## src/design/rs_pkg.sv

```systemverilog
package rs_pkg;

    //////////////////////////////////////////////////
    // Data path widths
    //////////////////////////////////////////////////

    localparam int XLEN    = 32;  // Operand and result width
    localparam int TAG_W   = 5;   // ROBEN width, tag 0 means the value is already valid
    localparam int OPC_W   = 12;  // Opcode field width
    localparam int ALUOP_W = 4;   // ALU operation field width

    //////////////////////////////////////////////////
    // Opcodes
    //////////////////////////////////////////////////

    // Register-register form takes both operands from the sources
    localparam logic [OPC_W-1:0] OPC_REG = 12'h033;

    // Register-immediate form, the immediate takes the place of source 2
    localparam logic [OPC_W-1:0] OPC_IMM = 12'h013;

    //////////////////////////////////////////////////
    // ALU operation codes
    //////////////////////////////////////////////////

    localparam logic [ALUOP_W-1:0] ALU_ADD = 4'h0;
    localparam logic [ALUOP_W-1:0] ALU_SUB = 4'h1;
    localparam logic [ALUOP_W-1:0] ALU_AND = 4'h2;
    localparam logic [ALUOP_W-1:0] ALU_OR  = 4'h3;
    localparam logic [ALUOP_W-1:0] ALU_XOR = 4'h4;
    localparam logic [ALUOP_W-1:0] ALU_SLL = 4'h5;  // Shift amount is op2[4:0]
    localparam logic [ALUOP_W-1:0] ALU_SRL = 4'h6;  // Logical right shift
    localparam logic [ALUOP_W-1:0] ALU_SLT = 4'h7;  // Signed compare, result is 1 or 0

    // Any other operation code gives a zero result

    // Number of low operand bits used as a shift amount
    localparam int SHAMT_W = 5;

endpackage

```

## src/design/dispatch_if.sv

```systemverilog
`timescale 1ns/1ns

// One dispatched instruction on its way into the reservation station
interface dispatch_if;

    logic                         valid;     // Write strobe, only high on an accepted transfer
    logic [rs_pkg::OPC_W-1:0]     opcode;
    logic [rs_pkg::ALUOP_W-1:0]   aluop;
    logic [rs_pkg::TAG_W-1:0]     rob_tag;
    logic [rs_pkg::TAG_W-1:0]     src1_tag;  // Zero when src1_val is already valid
    logic [rs_pkg::XLEN-1:0]      src1_val;
    logic [rs_pkg::TAG_W-1:0]     src2_tag;
    logic [rs_pkg::XLEN-1:0]      src2_val;
    logic [rs_pkg::XLEN-1:0]      imm;
    logic                         full;      // Station has no free entry

    modport source (
        output valid, opcode, aluop, rob_tag,
        output src1_tag, src1_val, src2_tag, src2_val, imm,
        input  full
    );

    modport sink (
        input  valid, opcode, aluop, rob_tag,
        input  src1_tag, src1_val, src2_tag, src2_val, imm,
        output full
    );

endinterface

```

## src/design/cdb_if.sv

```systemverilog
`timescale 1ns/1ns

// Two-channel common data bus, a tag of zero marks an idle channel
interface cdb_if;

    logic [rs_pkg::TAG_W-1:0] c0_tag;  // Channel 0 carries the ALU result
    logic [rs_pkg::XLEN-1:0]  c0_val;
    logic [rs_pkg::TAG_W-1:0] c1_tag;  // Channel 1 stands for a second functional unit
    logic [rs_pkg::XLEN-1:0]  c1_val;

    modport listener (
        input c0_tag, c0_val,
        input c1_tag, c1_val
    );

    modport c0_driver (
        output c0_tag, c0_val
    );

endinterface

```

## src/design/issue_if.sv

```systemverilog
`timescale 1ns/1ns

// One instruction with both operands resolved, headed for the ALU
interface issue_if;

    logic                       valid;
    logic [rs_pkg::OPC_W-1:0]   opcode;
    logic [rs_pkg::ALUOP_W-1:0] aluop;
    logic [rs_pkg::TAG_W-1:0]   rob_tag;
    logic [rs_pkg::XLEN-1:0]    val1;
    logic [rs_pkg::XLEN-1:0]    val2;
    logic [rs_pkg::XLEN-1:0]    imm;

    modport source (
        output valid, opcode, aluop, rob_tag,
        output val1, val2, imm
    );

    modport sink (
        input valid, opcode, aluop, rob_tag,
        input val1, val2, imm
    );

endinterface

```

## src/design/dispatch_stage.sv

```systemverilog
`timescale 1ns/1ns

module dispatch_stage (
    input  logic                         disp_valid,
    input  logic [rs_pkg::OPC_W-1:0]     disp_opcode,
    input  logic [rs_pkg::ALUOP_W-1:0]   disp_aluop,
    input  logic [rs_pkg::TAG_W-1:0]     disp_rob_tag,
    input  logic [rs_pkg::TAG_W-1:0]     disp_src1_tag,
    input  logic [rs_pkg::XLEN-1:0]      disp_src1_val,
    input  logic [rs_pkg::TAG_W-1:0]     disp_src2_tag,
    input  logic [rs_pkg::XLEN-1:0]      disp_src2_val,
    input  logic [rs_pkg::XLEN-1:0]      disp_imm,
    output logic                         disp_ready,
    dispatch_if.source                   disp,
    cdb_if.listener                      cdb
);

    logic [rs_pkg::TAG_W-1:0] src2_tag_raw;

    // True when a waiting source matches a live broadcast tag
    function automatic logic tag_hit(
        input logic [rs_pkg::TAG_W-1:0] src_tag,
        input logic [rs_pkg::TAG_W-1:0] bus_tag
    );
        return (src_tag != '0) && (src_tag == bus_tag);
    endfunction

    //////////////////////////////////////////////////
    // Handshake
    //////////////////////////////////////////////////

    assign disp_ready = !disp.full;
    assign disp.valid = disp_valid && !disp.full;  // Station writes on every high cycle

    assign disp.opcode  = disp_opcode;
    assign disp.aluop   = disp_aluop;
    assign disp.rob_tag = disp_rob_tag;
    assign disp.imm     = disp_imm;

    // The immediate form never waits on source 2
    assign src2_tag_raw = (disp_opcode == rs_pkg::OPC_IMM) ? '0 : disp_src2_tag;

    //////////////////////////////////////////////////
    // Same-cycle bypass, channel 0 wins a double hit
    //////////////////////////////////////////////////

    always_comb begin
        disp.src1_tag = disp_src1_tag;
        disp.src1_val = disp_src1_val;
        if (tag_hit(disp_src1_tag, cdb.c0_tag)) begin
            disp.src1_tag = '0;
            disp.src1_val = cdb.c0_val;
        end else if (tag_hit(disp_src1_tag, cdb.c1_tag)) begin
            disp.src1_tag = '0;
            disp.src1_val = cdb.c1_val;
        end
    end

    always_comb begin
        disp.src2_tag = src2_tag_raw;
        disp.src2_val = disp_src2_val;
        if (tag_hit(src2_tag_raw, cdb.c0_tag)) begin
            disp.src2_tag = '0;
            disp.src2_val = cdb.c0_val;
        end else if (tag_hit(src2_tag_raw, cdb.c1_tag)) begin
            disp.src2_tag = '0;
            disp.src2_val = cdb.c1_val;
        end
    end

endmodule

```

## src/design/reservation_station.sv

```systemverilog
`timescale 1ns/1ns

module reservation_station #(
    parameter int RS_DEPTH = 16
) (
    input  logic        clk,
    input  logic        rst,
    input  logic        flush,
    dispatch_if.sink    disp,
    cdb_if.listener     cdb,
    issue_if.source     issue
);

    localparam int IDX_W = (RS_DEPTH > 1) ? $clog2(RS_DEPTH) : 1;

    // Entry storage
    logic [RS_DEPTH-1:0]        busy;
    logic [rs_pkg::OPC_W-1:0]   ent_opcode   [RS_DEPTH];
    logic [rs_pkg::ALUOP_W-1:0] ent_aluop    [RS_DEPTH];
    logic [rs_pkg::TAG_W-1:0]   ent_rob_tag  [RS_DEPTH];
    logic [rs_pkg::TAG_W-1:0]   ent_src1_tag [RS_DEPTH];
    logic [rs_pkg::XLEN-1:0]    ent_src1_val [RS_DEPTH];
    logic [rs_pkg::TAG_W-1:0]   ent_src2_tag [RS_DEPTH];
    logic [rs_pkg::XLEN-1:0]    ent_src2_val [RS_DEPTH];
    logic [rs_pkg::XLEN-1:0]    ent_imm      [RS_DEPTH];

    logic [RS_DEPTH-1:0] ready;
    logic [IDX_W-1:0]    free_idx;
    logic                free_found;
    logic [IDX_W-1:0]    sel_idx;
    logic                sel_found;

    // Issue register
    logic                       iss_valid;
    logic [rs_pkg::OPC_W-1:0]   iss_opcode;
    logic [rs_pkg::ALUOP_W-1:0] iss_aluop;
    logic [rs_pkg::TAG_W-1:0]   iss_rob_tag;
    logic [rs_pkg::XLEN-1:0]    iss_val1;
    logic [rs_pkg::XLEN-1:0]    iss_val2;
    logic [rs_pkg::XLEN-1:0]    iss_imm;

    function automatic logic tag_hit(
        input logic [rs_pkg::TAG_W-1:0] src_tag,
        input logic [rs_pkg::TAG_W-1:0] bus_tag
    );
        return (src_tag != '0) && (src_tag == bus_tag);
    endfunction

    //////////////////////////////////////////////////
    // Allocation and selection
    //////////////////////////////////////////////////

    always_comb begin
        for (int i = 0; i < RS_DEPTH; i++) begin
            ready[i] = busy[i] && (ent_src1_tag[i] == '0) && (ent_src2_tag[i] == '0);
        end
    end

    // Later hits overwrite earlier ones, so the highest index wins both searches
    always_comb begin
        free_idx   = '0;
        free_found = 1'b0;
        sel_idx    = '0;
        sel_found  = 1'b0;
        for (int i = 0; i < RS_DEPTH; i++) begin
            if (!busy[i]) begin
                free_idx   = IDX_W'(i);
                free_found = 1'b1;
            end
            if (ready[i]) begin
                sel_idx   = IDX_W'(i);
                sel_found = 1'b1;
            end
        end
    end

    assign disp.full = !free_found;

    //////////////////////////////////////////////////
    // Busy bits
    //////////////////////////////////////////////////

    // The selected entry is busy, so it never collides with the free one
    always_ff @(posedge clk or posedge rst) begin
        if (rst) begin
            busy <= '0;
        end else begin
            if (flush) begin
                busy <= '0;
            end else if (sel_found) begin
                busy[sel_idx] <= 1'b0;  // Freed as it moves to the issue register
            end
            if (disp.valid) begin
                busy[free_idx] <= 1'b1;  // Dispatch in the flush cycle survives
            end
        end
    end

    //////////////////////////////////////////////////
    // Wakeup and entry write
    //////////////////////////////////////////////////

    always_ff @(posedge clk) begin
        for (int i = 0; i < RS_DEPTH; i++) begin
            if (busy[i]) begin
                if (tag_hit(ent_src1_tag[i], cdb.c0_tag)) begin
                    ent_src1_val[i] <= cdb.c0_val;
                    ent_src1_tag[i] <= '0;
                end else if (tag_hit(ent_src1_tag[i], cdb.c1_tag)) begin
                    ent_src1_val[i] <= cdb.c1_val;
                    ent_src1_tag[i] <= '0;
                end
                if (tag_hit(ent_src2_tag[i], cdb.c0_tag)) begin
                    ent_src2_val[i] <= cdb.c0_val;
                    ent_src2_tag[i] <= '0;
                end else if (tag_hit(ent_src2_tag[i], cdb.c1_tag)) begin
                    ent_src2_val[i] <= cdb.c1_val;
                    ent_src2_tag[i] <= '0;
                end
            end
        end
        if (disp.valid) begin
            ent_opcode[free_idx]   <= disp.opcode;
            ent_aluop[free_idx]    <= disp.aluop;
            ent_rob_tag[free_idx]  <= disp.rob_tag;
            ent_src1_tag[free_idx] <= disp.src1_tag;  // Already bypassed by the input side
            ent_src1_val[free_idx] <= disp.src1_val;
            ent_src2_tag[free_idx] <= disp.src2_tag;
            ent_src2_val[free_idx] <= disp.src2_val;
            ent_imm[free_idx]      <= disp.imm;
        end
    end

    //////////////////////////////////////////////////
    // Issue register
    //////////////////////////////////////////////////

    always_ff @(posedge clk or posedge rst) begin
        if (rst) begin
            iss_valid <= 1'b0;
        end else begin
            iss_valid <= sel_found && !flush;
        end
    end

    always_ff @(posedge clk) begin
        if (sel_found) begin
            iss_opcode  <= ent_opcode[sel_idx];
            iss_aluop   <= ent_aluop[sel_idx];
            iss_rob_tag <= ent_rob_tag[sel_idx];
            iss_val1    <= ent_src1_val[sel_idx];
            iss_val2    <= ent_src2_val[sel_idx];
            iss_imm     <= ent_imm[sel_idx];
        end
    end

    assign issue.valid   = iss_valid;
    assign issue.opcode  = iss_opcode;
    assign issue.aluop   = iss_aluop;
    assign issue.rob_tag = iss_rob_tag;
    assign issue.val1    = iss_val1;
    assign issue.val2    = iss_val2;
    assign issue.imm     = iss_imm;

endmodule

```

## src/design/alu_unit.sv

```systemverilog
`timescale 1ns/1ns

module alu_unit (
    input  logic        clk,
    input  logic        rst,
    input  logic        flush,
    issue_if.sink       issue,
    cdb_if.c0_driver    cdb
);

    logic [rs_pkg::XLEN-1:0]    op2;
    logic [rs_pkg::XLEN-1:0]    alu_res;
    logic [rs_pkg::SHAMT_W-1:0] shamt;
    logic [rs_pkg::TAG_W-1:0]   res_tag;
    logic [rs_pkg::XLEN-1:0]    res_val;

    //////////////////////////////////////////////////
    // Operand select and compute
    //////////////////////////////////////////////////

    assign op2   = (issue.opcode == rs_pkg::OPC_IMM) ? issue.imm : issue.val2;
    assign shamt = op2[rs_pkg::SHAMT_W-1:0];

    always_comb begin
        alu_res = '0;  // Unlisted operations give zero
        case (issue.aluop)
            rs_pkg::ALU_ADD: alu_res = issue.val1 + op2;
            rs_pkg::ALU_SUB: alu_res = issue.val1 - op2;
            rs_pkg::ALU_AND: alu_res = issue.val1 & op2;
            rs_pkg::ALU_OR:  alu_res = issue.val1 | op2;
            rs_pkg::ALU_XOR: alu_res = issue.val1 ^ op2;
            rs_pkg::ALU_SLL: alu_res = issue.val1 << shamt;
            rs_pkg::ALU_SRL: alu_res = issue.val1 >> shamt;
            rs_pkg::ALU_SLT: alu_res[0] = $signed(issue.val1) < $signed(op2);
            default:         alu_res = '0;
        endcase
    end

    //////////////////////////////////////////////////
    // Result register onto channel 0
    //////////////////////////////////////////////////

    always_ff @(posedge clk or posedge rst) begin
        if (rst) begin
            res_tag <= '0;
        end else if (flush || !issue.valid) begin
            res_tag <= '0;  // Idle bus
        end else begin
            res_tag <= issue.rob_tag;
        end
    end

    // Value only matters while the tag is nonzero
    always_ff @(posedge clk) begin
        if (issue.valid) begin
            res_val <= alu_res;
        end
    end

    assign cdb.c0_tag = res_tag;
    assign cdb.c0_val = res_val;

endmodule

```

## src/design/rs_alu_top.sv

```systemverilog
`timescale 1ns/1ns

module rs_alu_top #(
    parameter int RS_DEPTH = 16  // At most 2**TAG_W - 1
) (
    input  logic                         clk,
    input  logic                         rst,
    input  logic                         disp_valid,
    input  logic [rs_pkg::OPC_W-1:0]     disp_opcode,
    input  logic [rs_pkg::ALUOP_W-1:0]   disp_aluop,
    input  logic [rs_pkg::TAG_W-1:0]     disp_rob_tag,
    input  logic [rs_pkg::TAG_W-1:0]     disp_src1_tag,
    input  logic [rs_pkg::XLEN-1:0]      disp_src1_val,
    input  logic [rs_pkg::TAG_W-1:0]     disp_src2_tag,
    input  logic [rs_pkg::XLEN-1:0]      disp_src2_val,
    input  logic [rs_pkg::XLEN-1:0]      disp_imm,
    input  logic [rs_pkg::TAG_W-1:0]     ext_cdb_tag,
    input  logic [rs_pkg::XLEN-1:0]      ext_cdb_val,
    input  logic                         flush,
    output logic                         disp_ready,
    output logic                         result_valid,
    output logic [rs_pkg::TAG_W-1:0]     result_tag,
    output logic [rs_pkg::XLEN-1:0]      result_value
);

    dispatch_if disp_bus ();
    cdb_if      cdb_bus ();
    issue_if    issue_bus ();

    // Channel 1 comes straight from outside
    assign cdb_bus.c1_tag = ext_cdb_tag;
    assign cdb_bus.c1_val = ext_cdb_val;

    // The result output mirrors channel 0
    assign result_valid = (cdb_bus.c0_tag != '0);
    assign result_tag   = cdb_bus.c0_tag;
    assign result_value = cdb_bus.c0_val;

    dispatch_stage i_dispatch_stage (
        .disp_valid    (disp_valid),
        .disp_opcode   (disp_opcode),
        .disp_aluop    (disp_aluop),
        .disp_rob_tag  (disp_rob_tag),
        .disp_src1_tag (disp_src1_tag),
        .disp_src1_val (disp_src1_val),
        .disp_src2_tag (disp_src2_tag),
        .disp_src2_val (disp_src2_val),
        .disp_imm      (disp_imm),
        .disp_ready    (disp_ready),
        .disp          (disp_bus.source),
        .cdb           (cdb_bus.listener)
    );

    reservation_station #(
        .RS_DEPTH (RS_DEPTH)
    ) i_reservation_station (
        .clk   (clk),
        .rst   (rst),
        .flush (flush),
        .disp  (disp_bus.sink),
        .cdb   (cdb_bus.listener),
        .issue (issue_bus.source)
    );

    alu_unit i_alu_unit (
        .clk   (clk),
        .rst   (rst),
        .flush (flush),
        .issue (issue_bus.sink),
        .cdb   (cdb_bus.c0_driver)
    );

endmodule

```

## config.mk

```make
export PLATFORM = sky130hd
export DESIGN_NAME = rs_alu_top
export DESIGN_NICKNAME = d
export VERILOG_FILES = /design/src/design/rs_pkg.sv /design/src/design/dispatch_if.sv /design/src/design/cdb_if.sv /design/src/design/issue_if.sv /design/src/design/dispatch_stage.sv /design/src/design/reservation_station.sv /design/src/design/alu_unit.sv /design/src/design/rs_alu_top.sv
export SDC_FILE = /design/constraint.sdc
export NUM_CORES = 2
export LEC_CHECK = 0
export BUFFER_PORTS_ARGS = -buffer_cell sky130_fd_sc_hd__buf_4
export CAP_MARGIN = 20
export CELL_PAD_IN_SITES_DETAIL_PLACEMENT = 1
export CELL_PAD_IN_SITES_GLOBAL_PLACEMENT = 1
export CORE_ASPECT_RATIO = 1.25
export CORE_MARGIN = 1
export CORE_UTILIZATION = 50
export DETAILED_ROUTE_END_ITERATION = 12
export PLACE_DENSITY = 0.78
export SETUP_SLACK_MARGIN = 0.15
export SYNTH_ARGS = -nofsm -noshare
export SYNTH_HDL_FRONTEND = slang
export SYNTH_HIERARCHICAL = 1
export SYNTH_SLANG_ARGS = --single-unit
```

## constraint.sdc

```tcl
create_clock -name clk -period 8.25 [get_ports clk]
set_input_delay 2.0625 -clock clk [delete_from_list [all_inputs] [get_ports clk]]
set_output_delay 2.0625 -clock clk [all_outputs]
set_load 0.1 [all_outputs]
```

# == After elaboration in Yosys (flattened, before gate mapping) ==
# Memory sizes are Yosys's and may differ from the RTL's. A register that Yosys moved wholly into a read port is not among the register bits.
# Cells that the tools add are included.
# Widths: inputs -> output; s select.
# word_totals
mem_count,8
output_inout_bits,39
mem_bits_rw,2032
elab_cells,715
regBits,54
input_bits,168
# memory_table
memory,words,width,read_ports,rd_clocked_by_memory_dff,write_ports,line_no,rtl
i_reservation_station.ent_imm,16,32,1,1,1,reservation_station.sv:25,logic [rs_pkg::XLEN-1:0] ent_imm [RS_DEPTH];
i_reservation_station.ent_src1_val,16,32,1,1,17,reservation_station.sv:22,logic [rs_pkg::XLEN-1:0] ent_src1_val [RS_DEPTH];
i_reservation_station.ent_src2_val,16,32,1,1,17,reservation_station.sv:24,logic [rs_pkg::XLEN-1:0] ent_src2_val [RS_DEPTH];
i_reservation_station.ent_opcode,16,12,1,1,1,reservation_station.sv:18,logic [rs_pkg::OPC_W-1:0] ent_opcode [RS_DEPTH];
i_reservation_station.ent_rob_tag,16,5,1,1,1,reservation_station.sv:20,logic [rs_pkg::TAG_W-1:0] ent_rob_tag [RS_DEPTH];
i_reservation_station.ent_src1_tag,16,5,16,0,17,reservation_station.sv:21,logic [rs_pkg::TAG_W-1:0] ent_src1_tag [RS_DEPTH];
2 more memories,-,-,-,-,-,-,
# op_classes
n_addsub,2
n_shift,2
mux,372
n_reduce_logical,175
eq_ne,77
magnitude_cmp,5
bitwise,70
# op_table
cell,count
$mux 32,37
$eq 5x5->1,68
$mux 1,262
$pmux 31 s7,1
$mux 5,38
$reduce_bool 5->1,35
$logic_not 5->1,32
$logic_and 1x1->1,104
$mux 4,16
$or 1x1->1,64
$mux 16,3
$add 32x32->32,1
$and 32x32->32,1
$lt 32x32->1,1
$or 32x32->32,1
$shl 32x5->32,1
$shr 32x5->32,1
$sub 32x32->32,1
$xor 32x32->32,1
$eq 12x5->1 const B,2
$mux 3,8
$and 16x16->16,1
$eq 4x3->1 const B,4
$not 16->16,1
other kinds (11),19

# == Depth between registers and ports, before layout ==
# An unclocked memory read counts as a cell.
# depth
depth_word,29
mapped_depth,21
ltp_nobuf,16

# == Hierarchy ==
# The synthesis kept the hierarchy.
# by_module_without_submodules
mod,seq_area_each_um2,instances,cells_per_inst,area_each_um2
reservation_station,64957.3,1,8820,109408.7
alu_unit,1086.0,1,1492,10961.8
dispatch_stage,0.0,1,318,2337.2
rs_alu_top,0.0,1,3,12.5

# == Worst setup path before layout ==
# No wires, ideal clock.
# synth_path
path_type,reg-to-reg
from,memory i_reservation_station/ent_src2_tag[2][1] (netlist name)
to,"register i_reservation_station.iss_aluop, in the netlist i_reservation_station/issue.aluop[0] (read register of i_reservation_station.ent_aluop), enable pin"
setup_slack_ps,874
t_required_ps,7617
t_arrival_ps,6743
period_less_slack_ps,7376
stages_incl_launch_ff,4
setup_time_ps,633
n_path_buf,0
path_cell_list,edfxtp_1 -> nor4_1 -> nand3b_1 -> o2111ai_1
# synth_rtl
element,line_no,rtl
start: declaration,reservation_station.sv:23,logic [rs_pkg::TAG_W-1:0] ent_src2_tag [RS_DEPTH];
end: declaration,reservation_station.sv:36,logic [rs_pkg::ALUOP_W-1:0] iss_aluop;

# == Final worst setup path ==
# layout_path
from,"register i_reservation_station.iss_opcode, in the netlist i_reservation_station/issue.opcode[8] (read register of i_reservation_station.ent_opcode)"
to,"register i_alu_unit.res_val, in the netlist i_alu_unit/cdb.c0_val[21] (data pin)"
# layout_via
elab_chain_cells,4
word_cells_on_any_way,10
cone_classes,add/sub (2); eq/ne (1); shift (2); mux (2); bitwise (3)
# layout_rtl
element,line_no,rtl
start: declaration,reservation_station.sv:35,logic [rs_pkg::OPC_W-1:0] iss_opcode;
$eq 12x5->1 (*),alu_unit.sv:21,assign op2 = (issue.opcode == rs_pkg::OPC_IMM) ? issue.imm : issue.val2;
$mux 32 (*),alu_unit.sv:21,
$sub 32x32->32 (tied with other cells),alu_unit.sv:28,rs_pkg::ALU_SUB: alu_res = issue.val1 - op2;
$pmux 31 s7 (*),alu_unit.sv:26,case (issue.aluop)
"via i_alu_unit.alu_res, one bit",alu_unit.sv:12,logic [rs_pkg::XLEN-1:0] alu_res;
end signal: assignment,alu_unit.sv:56,res_val <= alu_res;
end: declaration,alu_unit.sv:15,logic [rs_pkg::XLEN-1:0] res_val;
# Mark *: on every way through the listed nets, which the timed path passes. The rest lies on a longest branch.
# A chain may end at the register's enable or synchronous reset.

==> flow_summary_export.csv <==
group,metric,value,unit
status,run_status,"complete, no violations",
synthesis,synth-seq-cells,2203,
placed_design,place_congestion,1.00,
global_routing,grt_overflow,0,
detailed_routing,post_drt_wl_per_cell,36.4,µm
timing,fin_setup_tns,0,ps
timing,rsz0062_at_grt,"no",
timing,worstMarginPinSlew,1210,ps
clock_tree,htree_levels,4,
timing,skew,120,ps
synthesis,async_reset_ff_share,0.999,%
die,die_w,445,µm
synthesis,syn_inst,10600,
layout,drive_above_1_share,12.4,%
die,core,244000,µm²
die,fp.dieH,556,µm
critical_path,worst_ep_arrival_time,6960,ps
power_and_ir_drop,vdd_drop_max,0.000207,V
placed_design,portBuffers,206,
placed_design,dp_hpwl,299000,µm
die,rows,203,
power_and_ir_drop,leakage,0.0463,µW
synthesis,synth_edf_count,2181,
critical_path,max_stage_delay,800,ps
placed_design,dp_slack,2090,ps
power_and_ir_drop,power.total,23900,µW
clock_tree,cts_tree,"done",
global_routing,grt_pass1_vias,97400,
die,dieArea,247000,µm²
clock_tree,clk_pin_slew,70,ps
layout,post-route-util,54.6,%
synthesis,avgSynthCellArea,11.5,µm²
critical_path,worst_setup_path_end_kind,"flop",
critical_path,crit_required,8900,ps
timing,fin_ws,1940,ps
critical_path,cp_max_fo,10,
clock_tree,clockBufferDepth,4,
timing,post-route-period-util,76.5,%
global_routing,grt_max_degree,150,
job,cap_violations,0,
synthesis,synth_flop_cell,"edfxtp_1",
clock_tree,insertion_delay,950,ps
clock_tree,post_cts_buffers,0,
layout,syn_to_final_growth,8.77,%
timing,drv_slew,0,
synthesis,ys_seq_area_share,53.8,%
critical_path,worst-path-buf-inv,2,
timing,layout_min_cycle_time,6310,ps
synthesis,ys_warn_count,6,
layout,stdcell_count,13700,
detailed_routing,via_per_inst,6.87,
critical_path,critPathLaunchType,"flop",
synthesis,syn_area,123000,µm²
clock_tree,cts.sinks,2203,
detailed_routing,vias,94000,
clock_tree,cts_resized,0,
hold_path,hold_path.class,"flop to flop",
layout,final_nets,10500,
detailed_routing,drc,0,
placed_design,dpl.cell_count,13300,
synthesis,synth_cell_types,108,
detailed_routing,drt_iter0_markers,11700,
critical_path,crit_type,"flop to flop",
global_routing,grt_pass1_wl,698000,µm
die,io_pins,207,
detailed_routing,wirelength,498000,µm
global_routing,antenna_found_initial,38,
critical_path,crit_path_top_delay_cell,"or4b_1",
clock_tree,ctsHoldBuffers,0,
timing,hold_viol_final,0,
timing,slew_headroom,19.6,%
timing,setup_viol,0,
critical_path,cpLargestDelayFamily,"compound AO/OA/AOI/OAI gates",
clock_tree,cts-root-buf,"clkbuf_16",
critical_path,cp_cell_sequence,"or4b_1 -> o31ai_1 -> buf_4 -> and2_1 -> inv_1 -> ha_1 -> and2_1 -> a221oi_1 -> a21oi_1 -> o211a_1 -> nor2_1 -> xnor2_1 -> o21ai_0 -> a211oi_1 -> o21ai_0",
detailed_routing,dr.pass1.iters,6,
layout,fill_cells,25000,
synthesis,synth_nets,10900,
detailed_routing,antenna_left,0,
clock_tree,cts-buffers-inserted,229,
power_and_ir_drop,power.density,179,nW/µm²
die,start_util,50.2,%
global_routing,grtUsageTotal,39.3,%
timing,max_freq,158,MHz
[registers in the layout, indices dropped and copies added, names as in the netlist, 4 cells and up]
signal                               flops
i_reservation_station/issue.val2        32
i_reservation_station/ent_rob_tag       80
i_reservation_station/issue.rob_tag      5
i_reservation_station/issue.opcode      12
i_reservation_station/ent_src2_tag      80
i_reservation_station/issue.aluop        4
i_reservation_station/issue.val1        32
i_reservation_station/ent_src1_tag      80
i_reservation_station/ent_aluop         64
i_reservation_station/busy              16
i_alu_unit/cdb.c0_tag                    5
i_reservation_station/ent_src1_val     512
i_reservation_station/ent_opcode       192
i_reservation_station/ent_imm          512
i_reservation_station/ent_src2_val     512
i_alu_unit/cdb.c0_val                   32
i_reservation_station/issue.imm         32
[worst paths after layout]
path / from / endpoint / slack [ps] / cells past startpoint
hold reg to reg: i_reservation_station/issue.rob_tag[1] / i_alu_unit/cdb.c0_tag[1] / 460 / 1
hold / removal: i_reservation_station/issue.rob_tag[1] / i_alu_unit/cdb.c0_tag[1] / 460 / 1
setup / recovery: i_reservation_station/issue.opcode[8] / i_alu_unit/cdb.c0_val[21] / 1940 / 15
max in group asynchronous: rst / i_reservation_station/issue.valid / 6330 / 2
min in group asynchronous: rst / i_alu_unit/cdb.c0_tag[4] / 1060 / 2
setup reg to reg: i_reservation_station/issue.opcode[8] / i_alu_unit/cdb.c0_val[21] / 1940 / 15
[per-layer routing]
metal,up-vias,GRT usage [%],share of wire (%)
li1,38400,-,-
met1,47800,46.7,35
met2,5834,63.4,46
met3,1897,8.09,10
met4,38,28.5,8.4
met5,-,0,0.051
[cell type report]
type | count | area (µm²) | share of cell area (%)
inverter | 162 | 686 | 0.514
multi-input combinational | 7159 | 51600 | 38.7
tap | 3280 | 4100 | 3.07
antenna | 8 | 20.0 | 0.0150
timing repair buffer | 479 | 3920 | 2.93
clock inverter | 118 | 1020 | 0.766
clock buffer | 284 | 6040 | 4.52
sequential | 2203 | 66100 | 49.5
[metrics by stage]
step                cell area [µm²]  hold WS (ps)
finish                       133000           463
global route                 133000           513
CTS                          133000           469
detailed placement           126000           462
global placement             126000           447
floorplan                    123000           427
[synth_stat cells (29+ instances only)]
| library cell | instances | area [µm²] |
|---|---|---|
| inv_1 | 157 | 589 |
| mux2_2 | 129 | 1450 |
| nand2_1 | 1458 | 5470 |
| mux2_4 | 68 | 1020 |
| and2_1 | 65 | 407 |
| mux2_1 | 45 | 507 |
| a221oi_1 | 62 | 543 |
| nor2_1 | 463 | 1740 |
| clkbuf_1 | 652 | 2450 |
| mux2i_1 | 1860 | 18600 |
| nand3_1 | 71 | 355 |
| a21oi_2 | 29 | 254 |
| or4_1 | 32 | 240 |
| buf_2 | 202 | 1010 |
| ha_1 | 121 | 1510 |
| xnor2_1 | 196 | 1720 |
| o22ai_1 | 362 | 2260 |
| o21ai_0 | 1133 | 5670 |
| mux4_2 | 35 | 788 |
| buf_1 | 119 | 447 |
| a221oi_2 | 70 | 1050 |
| nor3_1 | 101 | 505 |
| a211oi_1 | 30 | 225 |
| xor2_1 | 182 | 1590 |
| edfxtp_1 | 2181 | 65500 |
| nand4_1 | 54 | 338 |
| a21oi_1 | 107 | 536 |
| buf_4 | 102 | 766 |
| nor4_1 | 37 | 231 |
[where the power goes]
part | switching (µW) | internal (µW)
combinational | 929 | 293
clock | 4600 | 5580
sequential | 63.4 | 12400
total | 5590 | 18300
[kinds of logic after synthesis]
logic type      count (synthesis)  share of synthesized area, %
compound gates               2101                          10.8
xor+xnor                      378                          2.70
fa+ha+maj                     122                          1.25
buf+inv                      1271                          4.65
flops                        2203                          53.8
mux                          2138                          18.3
simple gates                 2420                          8.49
[cell usage in the layout, fill, tap and decap left out, types with 70 or more instances in the layout]
cell,n
edfxtp_1,2181
mux2i_1,1860
buf_4,452
o22ai_1,362
nor3_1,97
o21ai_0,1116
nor2_1,460
nand2_1,1440
mux2_2,129
xor2_1,182
a21oi_1,104
clkbuf_16,231
ha_1,121
a221oi_2,70
xnor2_1,196
inv_1,148
Power figures use the tool's default switching activity.
